$ cat src/verilog/plic_pkg.sv
// Single-target PLIC definitions; register map assumes at most 32 sources below 0x080
package plic_pkg;

  ////////////////////////////////////////////////////
  // AXI4-Lite bus widths and response codes
  ////////////////////////////////////////////////////

  // The address covers the whole 4 KiB register window
  localparam int AXIL_ADDR_W = 12;
  localparam int AXIL_DATA_W = 32;

  // Only the two codes the slave can ever return are listed
  typedef enum logic [1:0] {
    RESP_OKAY   = 2'b00,
    RESP_SLVERR = 2'b10
  } axil_resp_e;

  // Slave handshake state, one transaction in flight at most
  typedef enum logic [1:0] {
    AXI_IDLE  = 2'b00,
    AXI_WRESP = 2'b01,
    AXI_RDATA = 2'b10
  } axil_state_e;

  ////////////////////////////////////////////////////
  // Register map
  ////////////////////////////////////////////////////

  // Decoded class of an incoming address
  typedef enum logic [2:0] {
    SEL_PRIO      = 3'd0,
    SEL_PENDING   = 3'd1,
    SEL_ENABLE    = 3'd2,
    SEL_THRESHOLD = 3'd3,
    SEL_CLAIM     = 3'd4,
    SEL_NONE      = 3'd5
  } reg_sel_e;

  // Priority of ID n sits at PRIO_BASE + 4*(n-1)
  localparam logic [AXIL_ADDR_W-1:0] PRIO_BASE      = 12'h000;
  localparam logic [AXIL_ADDR_W-1:0] PENDING_ADDR   = 12'h080;
  localparam logic [AXIL_ADDR_W-1:0] ENABLE_ADDR    = 12'h100;
  localparam logic [AXIL_ADDR_W-1:0] THRESHOLD_ADDR = 12'h200;
  localparam logic [AXIL_ADDR_W-1:0] CLAIM_ADDR     = 12'h204;

endpackage

$ cat src/verilog/plic_cfg_if.sv
// Internal PLIC bundle; widths must match the NumSrc and PrioWidth of every attached block
`timescale 1ns/1ns

interface plic_cfg_if #(
  parameter int NumSrc    = 8,
  parameter int PrioWidth = 3
);

  // ID 0 is reserved for no interrupt, so one extra code is needed
  localparam int IdWidth = $clog2(NumSrc + 1);

  // Configuration written over the bus
  logic [NumSrc-1:0][PrioWidth-1:0] prio;
  logic [NumSrc-1:0]                enable;
  logic [PrioWidth-1:0]             threshold;

  // Live interrupt state
  logic [NumSrc-1:0]                pending;
  logic [IdWidth-1:0]               best_id;

  // One-cycle events from the claim/complete register
  logic                             claim_valid;
  logic [IdWidth-1:0]               claim_id;
  logic                             complete_valid;
  logic [IdWidth-1:0]               complete_id;

  modport regs (
    output prio, enable, threshold,
    output claim_valid, claim_id, complete_valid, complete_id,
    input  pending, best_id
  );

  modport gateway (
    input  claim_valid, claim_id, complete_valid, complete_id,
    output pending
  );

  modport target (
    input  prio, enable, threshold, pending,
    output best_id
  );

endinterface

$ cat src/verilog/plic_max_tree.sv
// Purely combinational max search; needs NumSrc >= 2, ties resolve to the lowest index
`timescale 1ns/1ns

module plic_max_tree #(
  parameter int NumSrc    = 8,
  parameter int PrioWidth = 3
) (
  // Clock has no role in the combinational search
  input  logic                             clk_i,
  input  logic [NumSrc-1:0][PrioWidth-1:0] values_i,
  input  logic [NumSrc-1:0]                valid_i,
  output logic [PrioWidth-1:0]             max_value_o,
  output logic [$clog2(NumSrc)-1:0]        max_idx_o,
  output logic                             max_valid_o
);

  localparam int SrcWidth  = $clog2(NumSrc);
  // Leaves are padded up to the next power of two
  localparam int NumLeaves = 2 ** SrcWidth;
  localparam int NumNodes  = 2 * NumLeaves - 1;
  // Heap numbering puts the first leaf right after the last inner node
  localparam int FirstLeaf = NumLeaves - 1;

  logic [NumNodes-1:0]                node_vld;
  logic [NumNodes-1:0][SrcWidth-1:0]  node_idx;
  logic [NumNodes-1:0][PrioWidth-1:0] node_val;

  if (NumSrc < 2) begin : gen_bad_num_src
    $error("plic_max_tree needs at least two sources");
  end

  //////////////////////////////////////////////////
  // Tree nodes, root at 0, children at 2n+1, 2n+2
  //////////////////////////////////////////////////

  always_comb begin
    // Leaves beyond NumSrc keep the all-zero tie-off and are never valid
    node_vld = '0;
    node_idx = '0;
    node_val = '0;
    for (int l = 0; l < NumSrc; l++) begin
      node_vld[FirstLeaf+l] = valid_i[l];
      node_idx[FirstLeaf+l] = SrcWidth'(l);
      node_val[FirstLeaf+l] = values_i[l];
    end
    // Children always carry higher numbers, so walking down fills them before the parent
    for (int n = FirstLeaf - 1; n >= 0; n--) begin
      logic take_right;
      // The left child always covers the lower indices, so it keeps ties
      // With neither child valid the left one still passes, leaving index 0 at the root
      take_right  = node_vld[2*n+2] &
                    (~node_vld[2*n+1] | (node_val[2*n+2] > node_val[2*n+1]));
      node_vld[n] = take_right ? node_vld[2*n+2] : node_vld[2*n+1];
      node_idx[n] = take_right ? node_idx[2*n+2] : node_idx[2*n+1];
      node_val[n] = take_right ? node_val[2*n+2] : node_val[2*n+1];
    end
  end

  assign max_valid_o = node_vld[0];
  assign max_idx_o   = node_idx[0];
  assign max_value_o = node_val[0];

endmodule

$ cat src/verilog/plic_gateway.sv
// Level-only gateway; sources must already be synchronous to clk_i
`timescale 1ns/1ns

module plic_gateway #(
  parameter int NumSrc    = 8,
  parameter int PrioWidth = 3
) (
  input  logic              clk_i,
  input  logic              rst_i,
  input  logic [NumSrc-1:0] src_i,
  plic_cfg_if.gateway       cfg
);

  localparam int IdWidth = $clog2(NumSrc + 1);

  // Priority width is only carried for the interface, the gateway never looks at it
  localparam int UnusedPrioWidth = PrioWidth;

  logic [NumSrc-1:0] pending_q;
  logic [NumSrc-1:0] in_service_q;
  logic [NumSrc-1:0] claim_hit;
  logic [NumSrc-1:0] complete_hit;

  // Turn the claim and complete IDs into one-hot source masks
  // ID n maps to bit n-1, ID 0 hits nothing
  always_comb begin
    for (int i = 0; i < NumSrc; i++) begin
      claim_hit[i]    = cfg.claim_valid & (cfg.claim_id == IdWidth'(i + 1));
      // Completing a source that is not in service does nothing
      complete_hit[i] = cfg.complete_valid & (cfg.complete_id == IdWidth'(i + 1)) &
                        in_service_q[i];
    end
  end

  //////////////////////////////////////////////////
  // Pending and in-service state
  //////////////////////////////////////////////////

  always_ff @(posedge clk_i) begin
    if (rst_i) begin
      pending_q    <= '0;
      in_service_q <= '0;
    end else begin
      // A high level raises pending unless the source is still being served
      // The claimed bit is dropped on the same edge it moves to in service
      pending_q    <= (pending_q | (src_i & ~in_service_q)) & ~claim_hit;
      in_service_q <= (in_service_q | (claim_hit & pending_q)) & ~complete_hit;
    end
  end

  assign cfg.pending = pending_q;

  // Elaboration guard, keeps the width sane for the interface
  if (UnusedPrioWidth < 1) begin : gen_bad_prio
    $error("plic_gateway needs a priority width of at least one");
  end

endmodule

$ cat src/verilog/plic_target.sv
// Single interrupt target; irq_o follows pending or configuration changes by one cycle
`timescale 1ns/1ns

module plic_target #(
  parameter int NumSrc    = 8,
  parameter int PrioWidth = 3
) (
  input  logic       clk_i,
  input  logic       rst_i,
  plic_cfg_if.target cfg,
  output logic       irq_o
);

  localparam int IdWidth  = $clog2(NumSrc + 1);
  localparam int SrcWidth = $clog2(NumSrc);

  logic [NumSrc-1:0]    eligible;
  logic [PrioWidth-1:0] win_prio;
  logic [SrcWidth-1:0]  win_idx;
  logic                 win_valid;
  logic [IdWidth-1:0]   best_id_q;

  // A source competes only if pending, enabled and given a nonzero priority
  always_comb begin
    for (int i = 0; i < NumSrc; i++) begin
      eligible[i] = cfg.pending[i] & cfg.enable[i] & (|cfg.prio[i]);
    end
  end

  plic_max_tree #(
    .NumSrc    (NumSrc),
    .PrioWidth (PrioWidth)
  ) u_max_tree (
    .clk_i       (clk_i),
    .values_i    (cfg.prio),
    .valid_i     (eligible),
    .max_value_o (win_prio),
    .max_idx_o   (win_idx),
    .max_valid_o (win_valid)
  );

  //////////////////////////////////////////////////
  // Winner register
  //////////////////////////////////////////////////

  // The winner has to beat the threshold strictly, otherwise ID 0 is held
  always_ff @(posedge clk_i) begin
    if (rst_i) begin
      best_id_q <= '0;
    end else if (win_valid && (win_prio > cfg.threshold)) begin
      best_id_q <= IdWidth'(win_idx) + IdWidth'(1);
    end else begin
      best_id_q <= '0;
    end
  end

  assign cfg.best_id = best_id_q;
  // Any nonzero ID is an interrupt worth taking
  assign irq_o       = |best_id_q;

endmodule

$ cat src/verilog/plic_axil_regs.sv
// AXI4-Lite register slave; full-word writes only, no strobes, one transaction at a time
`timescale 1ns/1ns

module plic_axil_regs import plic_pkg::*; #(
  parameter int NumSrc    = 8,
  parameter int PrioWidth = 3
) (
  input  logic                   clk_i,
  input  logic                   rst_i,
  plic_cfg_if.regs               cfg,
  // Write address channel
  input  logic [AXIL_ADDR_W-1:0] s_awaddr_i,
  input  logic                   s_awvalid_i,
  output logic                   s_awready_o,
  // Write data channel
  input  logic [AXIL_DATA_W-1:0] s_wdata_i,
  input  logic                   s_wvalid_i,
  output logic                   s_wready_o,
  // Write response channel
  output logic [1:0]             s_bresp_o,
  output logic                   s_bvalid_o,
  input  logic                   s_bready_i,
  // Read address channel
  input  logic [AXIL_ADDR_W-1:0] s_araddr_i,
  input  logic                   s_arvalid_i,
  output logic                   s_arready_o,
  // Read data channel
  output logic [AXIL_DATA_W-1:0] s_rdata_o,
  output logic [1:0]             s_rresp_o,
  output logic                   s_rvalid_o,
  input  logic                   s_rready_i
);

  localparam int IdWidth  = $clog2(NumSrc + 1);
  localparam int SrcWidth = $clog2(NumSrc);

  axil_state_e                      state_q;
  logic [NumSrc-1:0][PrioWidth-1:0] prio_q;
  logic [NumSrc-1:0]                enable_q;
  logic [PrioWidth-1:0]             threshold_q;
  axil_resp_e                       bresp_q;
  axil_resp_e                       rresp_q;
  logic [AXIL_DATA_W-1:0]           rdata_q;
  logic                             wr_fire;
  logic                             rd_fire;
  reg_sel_e                         wr_sel;
  reg_sel_e                         rd_sel;
  logic [SrcWidth-1:0]              wr_idx;
  logic [SrcWidth-1:0]              rd_idx;
  logic [AXIL_DATA_W-1:0]           rd_word;

  //////////////////////////////////////////////////
  // Address decode
  //////////////////////////////////////////////////

  // Misaligned addresses never hit a register
  function automatic reg_sel_e decode(input logic [AXIL_ADDR_W-1:0] addr);
    logic [AXIL_ADDR_W-1:0] prio_off;
    prio_off = addr - PRIO_BASE;
    if (addr[1:0] != 2'b00) begin
      return SEL_NONE;
    end
    if (prio_off < AXIL_ADDR_W'(4 * NumSrc)) begin
      return SEL_PRIO;
    end
    case (addr)
      PENDING_ADDR:   return SEL_PENDING;
      ENABLE_ADDR:    return SEL_ENABLE;
      THRESHOLD_ADDR: return SEL_THRESHOLD;
      CLAIM_ADDR:     return SEL_CLAIM;
      default:        return SEL_NONE;
    endcase
  endfunction

  // Word index into the priority array, meaningful only for SEL_PRIO
  function automatic logic [SrcWidth-1:0] prio_index(input logic [AXIL_ADDR_W-1:0] addr);
    logic [AXIL_ADDR_W-1:0] off;
    off = addr - PRIO_BASE;
    return off[2 +: SrcWidth];
  endfunction

  assign wr_sel = decode(s_awaddr_i);
  assign rd_sel = decode(s_araddr_i);
  assign wr_idx = prio_index(s_awaddr_i);
  assign rd_idx = prio_index(s_araddr_i);

  // Both write channels must be present; a write beats a read in the same cycle
  assign wr_fire = (state_q == AXI_IDLE) & s_awvalid_i & s_wvalid_i;
  assign rd_fire = (state_q == AXI_IDLE) & s_arvalid_i & ~(s_awvalid_i & s_wvalid_i);

  assign s_awready_o = wr_fire;
  assign s_wready_o  = wr_fire;
  assign s_arready_o = rd_fire;

  // Read data mux, sampled at acceptance so the claim returns the current winner
  always_comb begin
    case (rd_sel)
      SEL_PRIO:      rd_word = AXIL_DATA_W'(prio_q[rd_idx]);
      SEL_PENDING:   rd_word = AXIL_DATA_W'(cfg.pending);
      SEL_ENABLE:    rd_word = AXIL_DATA_W'(enable_q);
      SEL_THRESHOLD: rd_word = AXIL_DATA_W'(threshold_q);
      SEL_CLAIM:     rd_word = AXIL_DATA_W'(cfg.best_id);
      default:       rd_word = '0;
    endcase
  end

  //////////////////////////////////////////////////
  // Handshake FSM and configuration registers
  //////////////////////////////////////////////////

  always_ff @(posedge clk_i) begin
    if (rst_i) begin
      state_q     <= AXI_IDLE;
      prio_q      <= '0;
      enable_q    <= '0;
      threshold_q <= '0;
    end else begin
      case (state_q)
        AXI_IDLE: begin
          if (wr_fire) begin
            state_q <= AXI_WRESP;
            // Pending is read only and the claim write is handled as an event
            case (wr_sel)
              SEL_PRIO:      prio_q[wr_idx] <= s_wdata_i[PrioWidth-1:0];
              SEL_ENABLE:    enable_q       <= s_wdata_i[NumSrc-1:0];
              SEL_THRESHOLD: threshold_q    <= s_wdata_i[PrioWidth-1:0];
              default:       ;
            endcase
          end else if (rd_fire) begin
            state_q <= AXI_RDATA;
          end
        end
        // Hold the response until the master takes it
        AXI_WRESP: if (s_bready_i) state_q <= AXI_IDLE;
        AXI_RDATA: if (s_rready_i) state_q <= AXI_IDLE;
        default:   state_q <= AXI_IDLE;
      endcase
    end
  end

  // Response payload only moves at acceptance, so it stays put under back-pressure
  always_ff @(posedge clk_i) begin
    if (wr_fire) begin
      bresp_q <= (wr_sel == SEL_NONE) ? RESP_SLVERR : RESP_OKAY;
    end
    if (rd_fire) begin
      rdata_q <= rd_word;
      rresp_q <= (rd_sel == SEL_NONE) ? RESP_SLVERR : RESP_OKAY;
    end
  end

  assign s_bvalid_o = (state_q == AXI_WRESP);
  assign s_bresp_o  = bresp_q;
  assign s_rvalid_o = (state_q == AXI_RDATA);
  assign s_rresp_o  = rresp_q;
  assign s_rdata_o  = rdata_q;

  // Configuration out to the gateway and target
  assign cfg.prio      = prio_q;
  assign cfg.enable    = enable_q;
  assign cfg.threshold = threshold_q;

  // Reading the claim register takes the winner; an empty claim does nothing
  assign cfg.claim_valid    = rd_fire & (rd_sel == SEL_CLAIM) & (cfg.best_id != '0);
  assign cfg.claim_id       = cfg.best_id;
  // Writing an ID back to the claim register completes it
  assign cfg.complete_valid = wr_fire & (wr_sel == SEL_CLAIM);
  assign cfg.complete_id    = s_wdata_i[IdWidth-1:0];

endmodule

$ cat src/verilog/plic_top.sv
// PLIC top level; one target, level sources synchronous to clk_i, NumSrc from 2 to 32
`timescale 1ns/1ns

module plic_top import plic_pkg::*; #(
  parameter int NumSrc    = 8,
  parameter int PrioWidth = 3
) (
  input  logic                   clk_i,
  input  logic                   rst_i,
  input  logic [NumSrc-1:0]      src_i,
  output logic                   irq_o,
  // AXI4-Lite slave
  input  logic [AXIL_ADDR_W-1:0] s_awaddr_i,
  input  logic                   s_awvalid_i,
  output logic                   s_awready_o,
  input  logic [AXIL_DATA_W-1:0] s_wdata_i,
  input  logic                   s_wvalid_i,
  output logic                   s_wready_o,
  output logic [1:0]             s_bresp_o,
  output logic                   s_bvalid_o,
  input  logic                   s_bready_i,
  input  logic [AXIL_ADDR_W-1:0] s_araddr_i,
  input  logic                   s_arvalid_i,
  output logic                   s_arready_o,
  output logic [AXIL_DATA_W-1:0] s_rdata_o,
  output logic [1:0]             s_rresp_o,
  output logic                   s_rvalid_o,
  input  logic                   s_rready_i
);

  // Shared bundle between the three blocks
  plic_cfg_if #(.NumSrc(NumSrc), .PrioWidth(PrioWidth)) u_cfg_if ();

  // Input side
  plic_gateway #(.NumSrc(NumSrc), .PrioWidth(PrioWidth)) u_gateway (
    .clk_i (clk_i),
    .rst_i (rst_i),
    .src_i (src_i),
    .cfg   (u_cfg_if.gateway)
  );

  // Arbitration and interrupt line
  plic_target #(.NumSrc(NumSrc), .PrioWidth(PrioWidth)) u_target (
    .clk_i (clk_i),
    .rst_i (rst_i),
    .cfg   (u_cfg_if.target),
    .irq_o (irq_o)
  );

  // Bus side, configuration in and claim out
  plic_axil_regs #(.NumSrc(NumSrc), .PrioWidth(PrioWidth)) u_axil_regs (
    .clk_i       (clk_i),
    .rst_i       (rst_i),
    .cfg         (u_cfg_if.regs),
    .s_awaddr_i  (s_awaddr_i),
    .s_awvalid_i (s_awvalid_i),
    .s_awready_o (s_awready_o),
    .s_wdata_i   (s_wdata_i),
    .s_wvalid_i  (s_wvalid_i),
    .s_wready_o  (s_wready_o),
    .s_bresp_o   (s_bresp_o),
    .s_bvalid_o  (s_bvalid_o),
    .s_bready_i  (s_bready_i),
    .s_araddr_i  (s_araddr_i),
    .s_arvalid_i (s_arvalid_i),
    .s_arready_o (s_arready_o),
    .s_rdata_o   (s_rdata_o),
    .s_rresp_o   (s_rresp_o),
    .s_rvalid_o  (s_rvalid_o),
    .s_rready_i  (s_rready_i)
  );

endmodule

$ cat config.mk
export PLATFORM = sky130hd
export DESIGN_NAME = plic_top
export DESIGN_NICKNAME = d
export VERILOG_FILES = /design/src/verilog/plic_pkg.sv /design/src/verilog/plic_cfg_if.sv /design/src/verilog/plic_max_tree.sv /design/src/verilog/plic_gateway.sv /design/src/verilog/plic_target.sv /design/src/verilog/plic_axil_regs.sv /design/src/verilog/plic_top.sv
export SDC_FILE = /design/constraint.sdc
export NUM_CORES = 1
export LEC_CHECK = 0
export ABC_AREA = 0
export BUFFER_PORTS_ARGS = -buffer_cell sky130_fd_sc_hd__buf_2
export CORE_MARGIN = 1
export CORE_UTILIZATION = 49
export DETAILED_ROUTE_END_ITERATION = 6
export MAX_ROUTING_LAYER = met4
export PLACE_DENSITY = 0.77
export SLEW_MARGIN = 10
export SYNTH_ARGS = -nofsm -noshare
export SYNTH_HDL_FRONTEND = slang
export SYNTH_SLANG_ARGS = --single-unit
$ cat constraint.sdc
create_clock -name clk_i -period 5.2 [get_ports clk_i]
set_input_delay 1.04 -clock clk_i [delete_from_list [all_inputs] [get_ports clk_i]]
set_output_delay 1.04 -clock clk_i [all_outputs]
set_load 0.01 [all_outputs]
==> metrics.txt, run 1 <==
status finished, final reports clean; Sequential Area around 1400 sq um; YS warnings 0; clk_lat worst skew 0.37 ns; IO Count 113; worst vdd ir between 0.15 and 0.2 mV; power per cell area between 150 and 200 nW/um^2; commonest cells after routing, fill and taps aside buf_2, dfxtp_1, buf_4; Seq pwr share 53.0%; f_max between 150 and 200 MHz; number of global-route vias before repair 4550; Post-Synthesis Cells 531; CP max FO 6; Hold Path End u_gateway.in_service_q[4]; switching power total 0.284 mW; most common cell after layout, fill and taps aside buf_2; Core ar. 9240 sq um; die width 99.9 um; Initial Utilization 50.8%; area delta synth->final 28.2%; layout cells sized above 1 between 30% and 40%; Worst Tran Pin Value 1.11 ns; Met1 Wirelength slightly below 6000 um; Post-DP HPWL roughly 10000 um; grt ovf 0; largest net degree at the start of global routing 55; Filler cells around 740; Final Skew 0.00866 ns; ant diodes 0; vias per cell 6.06; final period utilization 98.4%; Reg2Reg Capture Point u_target.cfg.best_id[0]; DRT iter0 DRCs 303; CTS sink cnt 67; Root Buffer clkbuf_8; Final WS setup 0.0811 ns; post-synthesis sequential area ratio between 30% and 40%; area of the multi-input gates 3360 sq um; max-cap violations 0; WL final about 14000 um; total CTS buffers 9; Primary FF master, synth dfxtp_1; WHS Path Cells 1; top layer reached by signal wires met4; first-pass GRT wire length 21700 um; chip height around 100 um; router iterations before antenna repair 5; Final setup viols 0; WL/cell 18.7 um; clock tree buffer depth 2; worst slack, placed -0.189 ns; relative slew slack approximately 26%; Buffers on Ports 62; H-tree levels 3; Clock transition at path regs ~0.08 ns; CP Data Arrival Time 5.38 ns; Worst Hold Launch u_gateway.in_service_q[4]; worst endpoint required time between 5 and 6 ns; Final ANT Viol Nets 0; post-route minimum period 5.12 ns; Sw Ratio 27.8%; crit path launch type flop; RSZ-0062 raised after global routing yes; Worst setup EP type flop; routability cong. 0.952; Die ar. 9970 sq um; Synth async-reset ratio 0%; row count 35; worst r2r src u_axil_regs.cfg.prio[7]; initial antenna violation count 0; register bit count reported by yosys 67; hold_buf cts 0; Synth Area per Inst 8.84 sq um; Logic pwr share 9.6%; met3 WL 855 um; Pint approximately 0.74 mW; Distinct cells, synth 67; met2 WL post-DR ~7500 um; reg-to-reg slack, setup 0.08 ns; FF-to-FF path depth 27; critical path class reg2reg; hold crit path type reg2reg; CTS tree built; Fin. Hold Viols 0; DR vias 4682; final slew viol count 0; DRC Markers 0; Nets 735; Post-Syn Area 4690 sq um; gr usage total approximately 29%; Post-synth EDFFs 10; Leak Pwr 2.44 nW; clock share of power about 37%; hold_ws 0.490 ns
==> repair_timing <==
item                                   in CTS  in global routing
resized for setup                           9                 70
gates cloned                                0                  0
buffers inserted                            2                  9
endpoints found under the hold margin       0                  0
pin swaps                                   2                 20
setup endpoints to repair                   4                  4
==> registers in the layout (all words and copies together) (netlist names) <==
signal / flops
u_axil_regs.cfg.prio: 24
u_axil_regs.state_q: 2
u_axil_regs.s_bresp_o: 1
u_gateway.cfg.pending: 8
u_axil_regs.cfg.enable: 8
u_gateway.in_service_q: 8
u_axil_regs.s_rdata_o: 8
u_axil_regs.s_rresp_o: 1
u_axil_regs.cfg.threshold: 3
u_target.cfg.best_id: 4
==> metal layers <==
metal,track usage [%],vias up
met1,31.8,2286
met5,-,-
met2,49.3,211
met4,15.2,0
met3,5.36,41
li1,-,2144
==> power by group through the flow <==
stage / clock network, mW / logic, mW / registers, mW
floorplan: 0 / 0.0601 / 0.554
global placement: 0 / 0.0921 / 0.552
detailed placement: 0 / 0.0949 / 0.552
CTS: 0.382 / 0.0953 / 0.541
global route: 0.402 / 0.106 / 0.542
finish: 0.383 / 0.0981 / 0.541
==> Yosys cell counts (all sizes together), types with 2 or more instances <==
master  instances  area [sq um]
nand3b          2          15.0
o21bai          2          15.0
nor3           20           121
edfxtp         10           300
nand2          36           135
or4b            2          23.8
a22o           21           184
nand3           9          45.0
a41oi           3          26.3
a311oi          7          61.3
and4           12           105
nor2b          11          68.8
buf            36           255
mux4            6           135
a211o           4          35.0
nor4            5          46.3
nor3b           9           100
a32oi           2          17.5
or4             4          33.8
clkbuf          8          40.0
dfxtp          57          1140
mux2i          38           380
o21ai          12          60.1
a21o            2          15.0
inv            42           158
a31oi          11          68.8
a221oi          2          17.5
nor4b           2          17.5
mux2            3          33.8
o311ai          5          43.8
nor2           51           191
and3            4          25.0
a211oi         10          75.1
a21oi          32           160
ha             25           313
o311a           8          80.1
==> per-stage QoR <==
step / power (mW) / TNS (ns) / area [sq um] / cells / utilization, %
after floorplan: 0.614 / 0 / 4810 / 556 / -
after global placement: 0.644 / 0 / 5320 / 746 / 57.6
after detailed placement: 0.647 / -0.364 / 5320 / 746 / 57.6
after CTS: 1.02 / 0 / 5550 / 764 / 60.1
after global routing: 1.05 / -0.449 / 6020 / 773 / 65.1
final: 1.02 / 0 / 6020 / 773 / 65.1
==> kinds of logic after synthesis <==
family / count (synthesis) / share of synthesized area (%)
flip-flops: 67 / 30.7
multiplexers: 47 / 11.7
XOR/XNOR: 2 / 0.373
adder cells (fa/ha/maj): 26 / 6.88
AND/OR/NAND/NOR: 172 / 20.6
AO/OA/AOI/OAI: 130 / 19.9
buffers and inverters: 86 / 9.65
other: 1 / 0.0799
==> critical path, stage by stage (launching register included) <==
cell and delay, ns:
dfxtp_2 0.32, inv_2 0.10, ha_4 0.23, a211o_1 0.35, buf_6 0.16, a211oi_4 0.26, nor3_4 0.09, inv_2 0.08
ha_4 0.20, nor2b_2 0.15, o21ai_2 0.14, a32oi_2 0.09, o21ai_2 0.24, mux2i_2 0.26, inv_1 0.10, ha_4 0.22
nor2b_1 0.12, o21a_1 0.16, o21ai_1 0.12, a22o_1 0.17, mux2_2 0.37, ha_4 0.22, nor2b_1 0.12, o21ai_1 0.15
nand2b_1 0.08, o211ai_1 0.17, nor2b_1 0.09, a22o_1 0.24
==> worst max path at each step <==
stage                            startpoint                 endpoint  slack, ns  cells after the start
floorplan           u_axil_regs.cfg.prio[7]  u_target.cfg.best_id[0]      0.003                     27
global placement    u_axil_regs.cfg.prio[7]  u_target.cfg.best_id[0]       0.04                     26
detailed placement  u_axil_regs.cfg.prio[7]  u_target.cfg.best_id[0]      -0.19                     26
CTS                 u_axil_regs.cfg.prio[7]  u_target.cfg.best_id[0]       0.01                     27
global route        u_axil_regs.cfg.prio[7]  u_target.cfg.best_id[0]      -0.17                     29
finish              u_axil_regs.cfg.prio[7]  u_target.cfg.best_id[0]       0.08                     27
==> final cells by class <==
| class | instances | share of cell area (%) |
|---|---|---|
| multi-input combinational | 403 | 55.8 |
| sequential | 67 | 24.0 |
| timing repair buffer | 116 | 12.1 |
| clock inverter | 7 | 0.749 |
| clock buffer | 9 | 2.06 |
| inverter | 42 | 2.62 |
| tap | 129 | 2.68 |
Note: power is estimated with default switching activity, not from simulation.
==> run 2: changes to the inputs <==
--- a/config.mk
+++ b/config.mk
@@ -5,13 +5,13 @@
 export SDC_FILE = /design/constraint.sdc
 export NUM_CORES = 1
 export LEC_CHECK = 0
-export ABC_AREA = 0
+export ABC_AREA = 1
 export BUFFER_PORTS_ARGS = -buffer_cell sky130_fd_sc_hd__buf_2
 export CORE_MARGIN = 1
-export CORE_UTILIZATION = 49
+export CORE_UTILIZATION = 50
 export DETAILED_ROUTE_END_ITERATION = 6
 export MAX_ROUTING_LAYER = met4
-export PLACE_DENSITY = 0.77
+export PLACE_DENSITY = 0.78
 export SLEW_MARGIN = 10
 export SYNTH_ARGS = -nofsm -noshare
 export SYNTH_HDL_FRONTEND = slang
==> metrics.txt, run 2 <==
ant diodes 0 (unchanged); CP Data Arrival Time 5.07 ns (-0.31 ns); routability cong. 0.991 (+4.0%); Worst setup EP type flop; synth cell count leaders nand2_1, nand3_1, nor2_1, inv_1, a21oi_1; slowest cell on the critical path dfxtp_1; clk_lat worst skew 0.35 ns (-0.02 ns); number of global-route vias before repair 4524 (-0.57%); crit path launch type flop; crit-path max cell delay 0.46 ns (+0.09 ns); H-tree levels 3 (unchanged); row count 35 (unchanged); commonest cells after routing, fill and taps aside nand2_1, nor2_1, nand3_1; DR vias 5016 (+7.1%); Final ANT Viol Nets 0 (unchanged); most common cell after layout, fill and taps aside nand2_1; max-cap violations 0 (unchanged); post-synthesis sequential area ratio 30.2% (-0.55 points); final period utilization 92.1% (-6.4 points); Initial Utilization 51.7% (+0.92 points); worst endpoint required time 5.48 ns (+0.02 ns); largest net degree at the start of global routing 49 (-11%); synth top area cells dfxtp_1, nand2_1, nand3_1, a21oi_1, nor2_1; Leak Pwr 2.54 nW (+4.5%); layout cells sized above 1 12.7% (-20 points); chip height 99.7 um (-0.11%); WL final 13000 um (-10%); power per cell area 215 nW/um^2 (+26%); Post-DP HPWL 10200 um (+1.9%); Final Instance Count excl. Fillers 933 (+21%); vias per cell 5.38 (-11%); Synth async-reset ratio 0% (unchanged); register bit count reported by yosys 67 (unchanged); Root Buffer clkbuf_8; Final WS setup 0.411 ns (+0.330 ns); max reg flops 24 (unchanged); Final setup viols 0 (unchanged); Final Skew 0.0109 ns (+0.00220 ns); clock tree buffer depth 2 (unchanged); Primary FF master, synth dfxtp_1; initial antenna violation count 0 (unchanged); cell mode on critical path nand2_1; final slew viol count 0 (unchanged); IO Count 113 (unchanged); critical path class reg2reg; total CTS buffers 9 (unchanged); Clock transition at path regs 0.08 ns (about the same); area delta synth->final 11.6%; Finished Core Util 57.7% (-7.4 points); hold_buf cts 0 (unchanged); Fin. Hold Viols 0 (unchanged); Worst Tran Pin Value 0.982 ns (-0.125 ns); grt ovf 0 (unchanged); Post-synth EDFFs 10 (unchanged); post-route minimum period 4.79 ns (-0.330 ns); hold crit path type reg2reg; WL/cell 13.9 um (-25%); post-route cell area 5330 sq um (-11%); DRT iter0 DRCs 432 (+43%); Post-Synthesis Cells 739 (+39%); relative slew slack 34.4% (+8.6 points); f_max 209 MHz (+6.9%); Post-Syn Area 4780 sq um (+1.8%); CP max FO 7 (+1); Nets 895 (+22%); DRC Markers 0 (unchanged); Area after DPL 5080 sq um (-4.4%); Die ar. 9950 sq um (-0.22%); hold_ws 0.484 ns (-0.00575 ns); router iterations before antenna repair 5 (unchanged); Buffers on Ports 62 (unchanged); Distinct cells, synth 37 (-45%); DP Cell Count 917 (+23%); area leader, netlist dfxtp_1; Synth Area per Inst 6.46 sq um (-27%); worst slack, placed 0.265 ns (+0.454 ns); gr usage total 28.0% (-0.74 points); YS warnings 0 (unchanged); status finished, final reports clean; count leader, synth nand2_1; Core ar. 9240 sq um (unchanged); die width 99.7 um (-0.11%); first-pass GRT wire length 21200 um (-2.4%); share of the synthesized area in the top cell type 23.9% (-0.43 points); CTS sink cnt 67 (unchanged); CTS tree built; worst vdd ir 0.138 mV (-13%)
==> run 2: cell count changes after synthesis, moves of 11 or more <==
cell / previous run / this run
mux2i_1: 38 / 0
inv_1: 42 / 86
a31oi_1: 11 / 0
nand2_1: 36 / 171
nand3_1: 9 / 87
a21oi_1: 32 / 67
nor2_1: 51 / 87
a22o_1: 21 / 0
and4_1: 12 / 0
o21ai_0: 11 / 29
nor2b_1: 11 / 0
==> run 2: routing by layer <==
layer  global-route usage [%]  up-vias  share of wire, %
met5                        -        -                 0
met4                     9.95        0               2.4
met3                     4.36       23               7.2
met2                     44.7      198                46
met1                     36.0     2274                44
li1                         -     2521                 -
==> run 2: logic make-up after synthesis <==
group / count (synthesis) / synth area share (%)
and+or+nand+nor: 395 / 36.3
buffers and inverters: 131 / 13.0
AOI/OAI and AO/OA: 120 / 13.9
DFF: 67 / 30.2
adders and majority gates: 25 / 6.55
other: 1 / 0.0785
==> run 2: worst paths after layout <==
check	start	endpoint	slack, ns	depth (start not counted)
setup reg to reg	u_axil_regs.cfg.prio[23]	u_target.cfg.best_id[0]	0.41	30
hold / removal	u_gateway.in_service_q[7]	u_gateway.in_service_q[7]	0.48	2
hold reg to reg	u_gateway.in_service_q[7]	u_gateway.in_service_q[7]	0.48	2
setup / recovery	u_axil_regs.cfg.prio[23]	u_target.cfg.best_id[0]	0.41	30
==> run 2: area by class of cell <==
class,instances,area [sq um]
Clock inverter,4,51.3
Fill cell,901,3910
Sequential cell,67,1440
Tap cell,129,161
Inverter,89,334
Timing Repair Buffer,66,340
Multi-Input combinational cell,566,2820
Clock buffer,12,178
==> run 2: metrics by stage <==
step                      total power [mW]  TNS (ns)
after global routing                  1.19  -0.00281
after CTS                             1.15         0
after floorplan                      0.632         0
after detailed placement             0.660         0
after global placement               0.657         0
final                                 1.15         0
==> run 2: timing repair <==
action	in CTS	in global routing
endpoints found under the hold margin	0	0
buffers inserted	0	0
resized for setup	0	9
endpoints found under the setup margin	0	4
==> run 2: worst max-delay path: cells and delay by family (launching register included) <==
family	cells	cell delay (ns)
simple gates	10	0.96
buf+inv	4	0.45
fa+ha+maj	4	1.26
compound gates	12	1.58
flops	1	0.46
==> run 2: power breakdown <==
| group | total, mW | internal [mW] | switching, mW |
|---|---|---|---|
| combinational | 0.111 | 0.0341 | 0.0770 |
| clock | 0.495 | 0.281 | 0.214 |
| sequential | 0.539 | 0.533 | 0.00553 |
==> run 3: changes to the inputs <==
--- a/config.mk
+++ b/config.mk
@@ -7,9 +7,10 @@
 export LEC_CHECK = 0
 export ABC_AREA = 1
 export BUFFER_PORTS_ARGS = -buffer_cell sky130_fd_sc_hd__buf_2
-export CORE_MARGIN = 1
+export CORE_MARGIN = 3
 export CORE_UTILIZATION = 50
 export DETAILED_ROUTE_END_ITERATION = 6
+export HOLD_SLACK_MARGIN = 0.12
 export MAX_ROUTING_LAYER = met4
 export PLACE_DENSITY = 0.78
 export SLEW_MARGIN = 10
==> metrics.txt, run 3 (synthesis results as in run 2) <==
DR vias 5005 (-0.22%); relative slew slack 36.6% (+2.2 points); crit path launch type flop; critical path class reg2reg; layout cells sized above 1 12.8% (+0.077 points); FF-to-FF path depth 31 (+3.3%); routability cong. 0.973 (-1.8%); hold_buf cts 0 (unchanged); Reg2Reg Capture Point u_target.cfg.best_id[0]; Core ar. 9280 sq um (+0.47%); CP max FO 9 (+2); max-cap violations 0 (unchanged); worst endpoint required time 5.47 ns (about the same); ant diodes 0 (unchanged); worst vdd ir 0.130 mV (-5.8%); WL/cell 14.2 um (+1.5%); Worst Tran Pin Value 0.950 ns (-0.0325 ns); hold crit path type reg2reg; Final setup viols 0 (unchanged); largest net degree at the start of global routing 49 (unchanged); worst slack, placed 0.217 ns (-0.0485 ns); final period utilization 89.0% (-3.1 points); PostCTS Resize Cnt 0 (unchanged); DRC Markers 0 (unchanged); chip height 104 um (+4.0%); initial antenna violation count 0 (unchanged); Hold Path End u_gateway.in_service_q[6]; Top Family by Delay on Critical Path compound AO/OA/AOI/OAI gates; commonest cells after routing, fill and taps aside nand2_1, nor2_1, nand3_1; setup TNS 0 ns (unchanged); Clock transition at path regs 0.08 ns (about the same); Worst setup EP type flop; f_max 216 MHz (+3.5%); final slew viol count 0 (unchanged); first-pass GRT wire length 21400 um (+1.0%); Initial Utilization 51.5% (-0.24 points); most common cell after layout, fill and taps aside nand2_1; RSZ-0062 raised after global routing no; CTS tree built; Filler cells 955 (+6.0%); post-route minimum period 4.63 ns (-0.163 ns); Final Skew 0.0147 ns (+0.00387 ns); Buffers on Ports 62 (unchanged); Fin. Hold Viols 0 (unchanged); crit path launch u_axil_regs.cfg.prio[20]; Leak Pwr 2.56 nW (+0.55%); Final WS setup 0.574 ns (+0.163 ns); Post-DP HPWL 10500 um (+2.9%); H-tree levels 3 (unchanged); clk_lat worst skew 0.35 ns (about the same); Root Buffer clkbuf_8; max reg flops 24 (unchanged); WHS Path Cells 2 (unchanged); crit-path max cell delay 0.35 ns (-0.11 ns); cell mode on critical path nand2_1; post-CTS setup buffers 0 (unchanged); Final ANT Viol Nets 0 (unchanged); WP depth 31 (+3.3%); worst r2r src u_axil_regs.cfg.prio[20]; IO Count 113 (unchanged); row count 35 (unchanged); hold_ws 0.479 ns (-0.00528 ns); clock tree buffer depth 2 (unchanged); CTS sink cnt 67 (unchanged); buffers plus inverters on the worst setup path 4 (unchanged); vias per cell 5.35 (-0.54%); grt ovf 0 (unchanged); Worst Hold Launch u_gateway.in_service_q[6]; Die ar. 10800 sq um (+8.2%); Nets 898 (+0.34%); die width 104 um (+4.0%); slowest cell on the critical path dfxtp_2; router iterations before antenna repair 6 (+1); power per cell area 209 nW/um^2 (-2.9%); gr usage total 25.3% (-2.8 points); total CTS buffers 9 (unchanged); reg-to-reg slack, setup 0.57 ns (+0.16 ns); number of global-route vias before repair 4425 (-2.2%); WL final 13200 um (+1.8%); CP Data Arrival Time 4.90 ns (-0.17 ns); status finished, final reports clean; area delta synth->final 11.7% (about the same); DRT iter0 DRCs 456 (+5.6%)
[run 3: through the flow]
stage	cell area, sq um	power (mW)	instances	utilization (%)
4_1_cts	5320	1.12	936	57.3
3_3_place_gp	5110	0.658	920	55.0
6_report	5340	1.11	936	57.5
2_1_floorplan	4870	0.632	764	-
3_5_place_dp	5110	0.662	920	55.0
5_1_grt	5340	1.16	936	57.5
[run 3: metal layers]
layer | vias to the layer above | global-route usage (%) | wire, um
li1 | 2523 | - | -
met1 | 2253 | 33.4 | 5850
met2 | 213 | 40.7 | 6200
met3 | 16 | 3.18 | 948
met4 | 0 | 7.88 | 244
met5 | - | - | 0
[run 3: cell type report]
class / count / area [sq um] / area share [%]
Timing Repair Buffer: 69 / 363 / 6.80
Clock inverter: 5 / 60.1 / 1.13
Tap cell: 129 / 161 / 3.03
Inverter: 89 / 334 / 6.26
Sequential cell: 67 / 1440 / 27.0
Clock buffer: 11 / 153 / 2.86
Multi-Input combinational cell: 566 / 2820 / 52.9
[run 3: worst min-delay path, cell delays in order, from the launching register on]
cell and delay [ns]:
dfxtp_1 0.31, o21ai_0 0.06, a21oi_1 0.06
[run 3: worst max path at each step]
| stage | to | slack, ns |
|---|---|---|
| finish | u_target.cfg.best_id[0] | 0.57 |
| global route | u_target.cfg.best_id[0] | 0.02 |
| CTS | u_target.cfg.best_id[0] | 0.18 |
| detailed placement | u_target.cfg.best_id[0] | 0.22 |
| global placement | u_target.cfg.best_id[0] | 0.34 |
| floorplan | u_target.cfg.best_id[0] | 0.56 |
[run 3: power by group]
group	internal, mW	switching, mW
logic	0.0341	0.0784
registers	0.533	0.00534
clock network	0.252	0.209
total	0.820	0.293
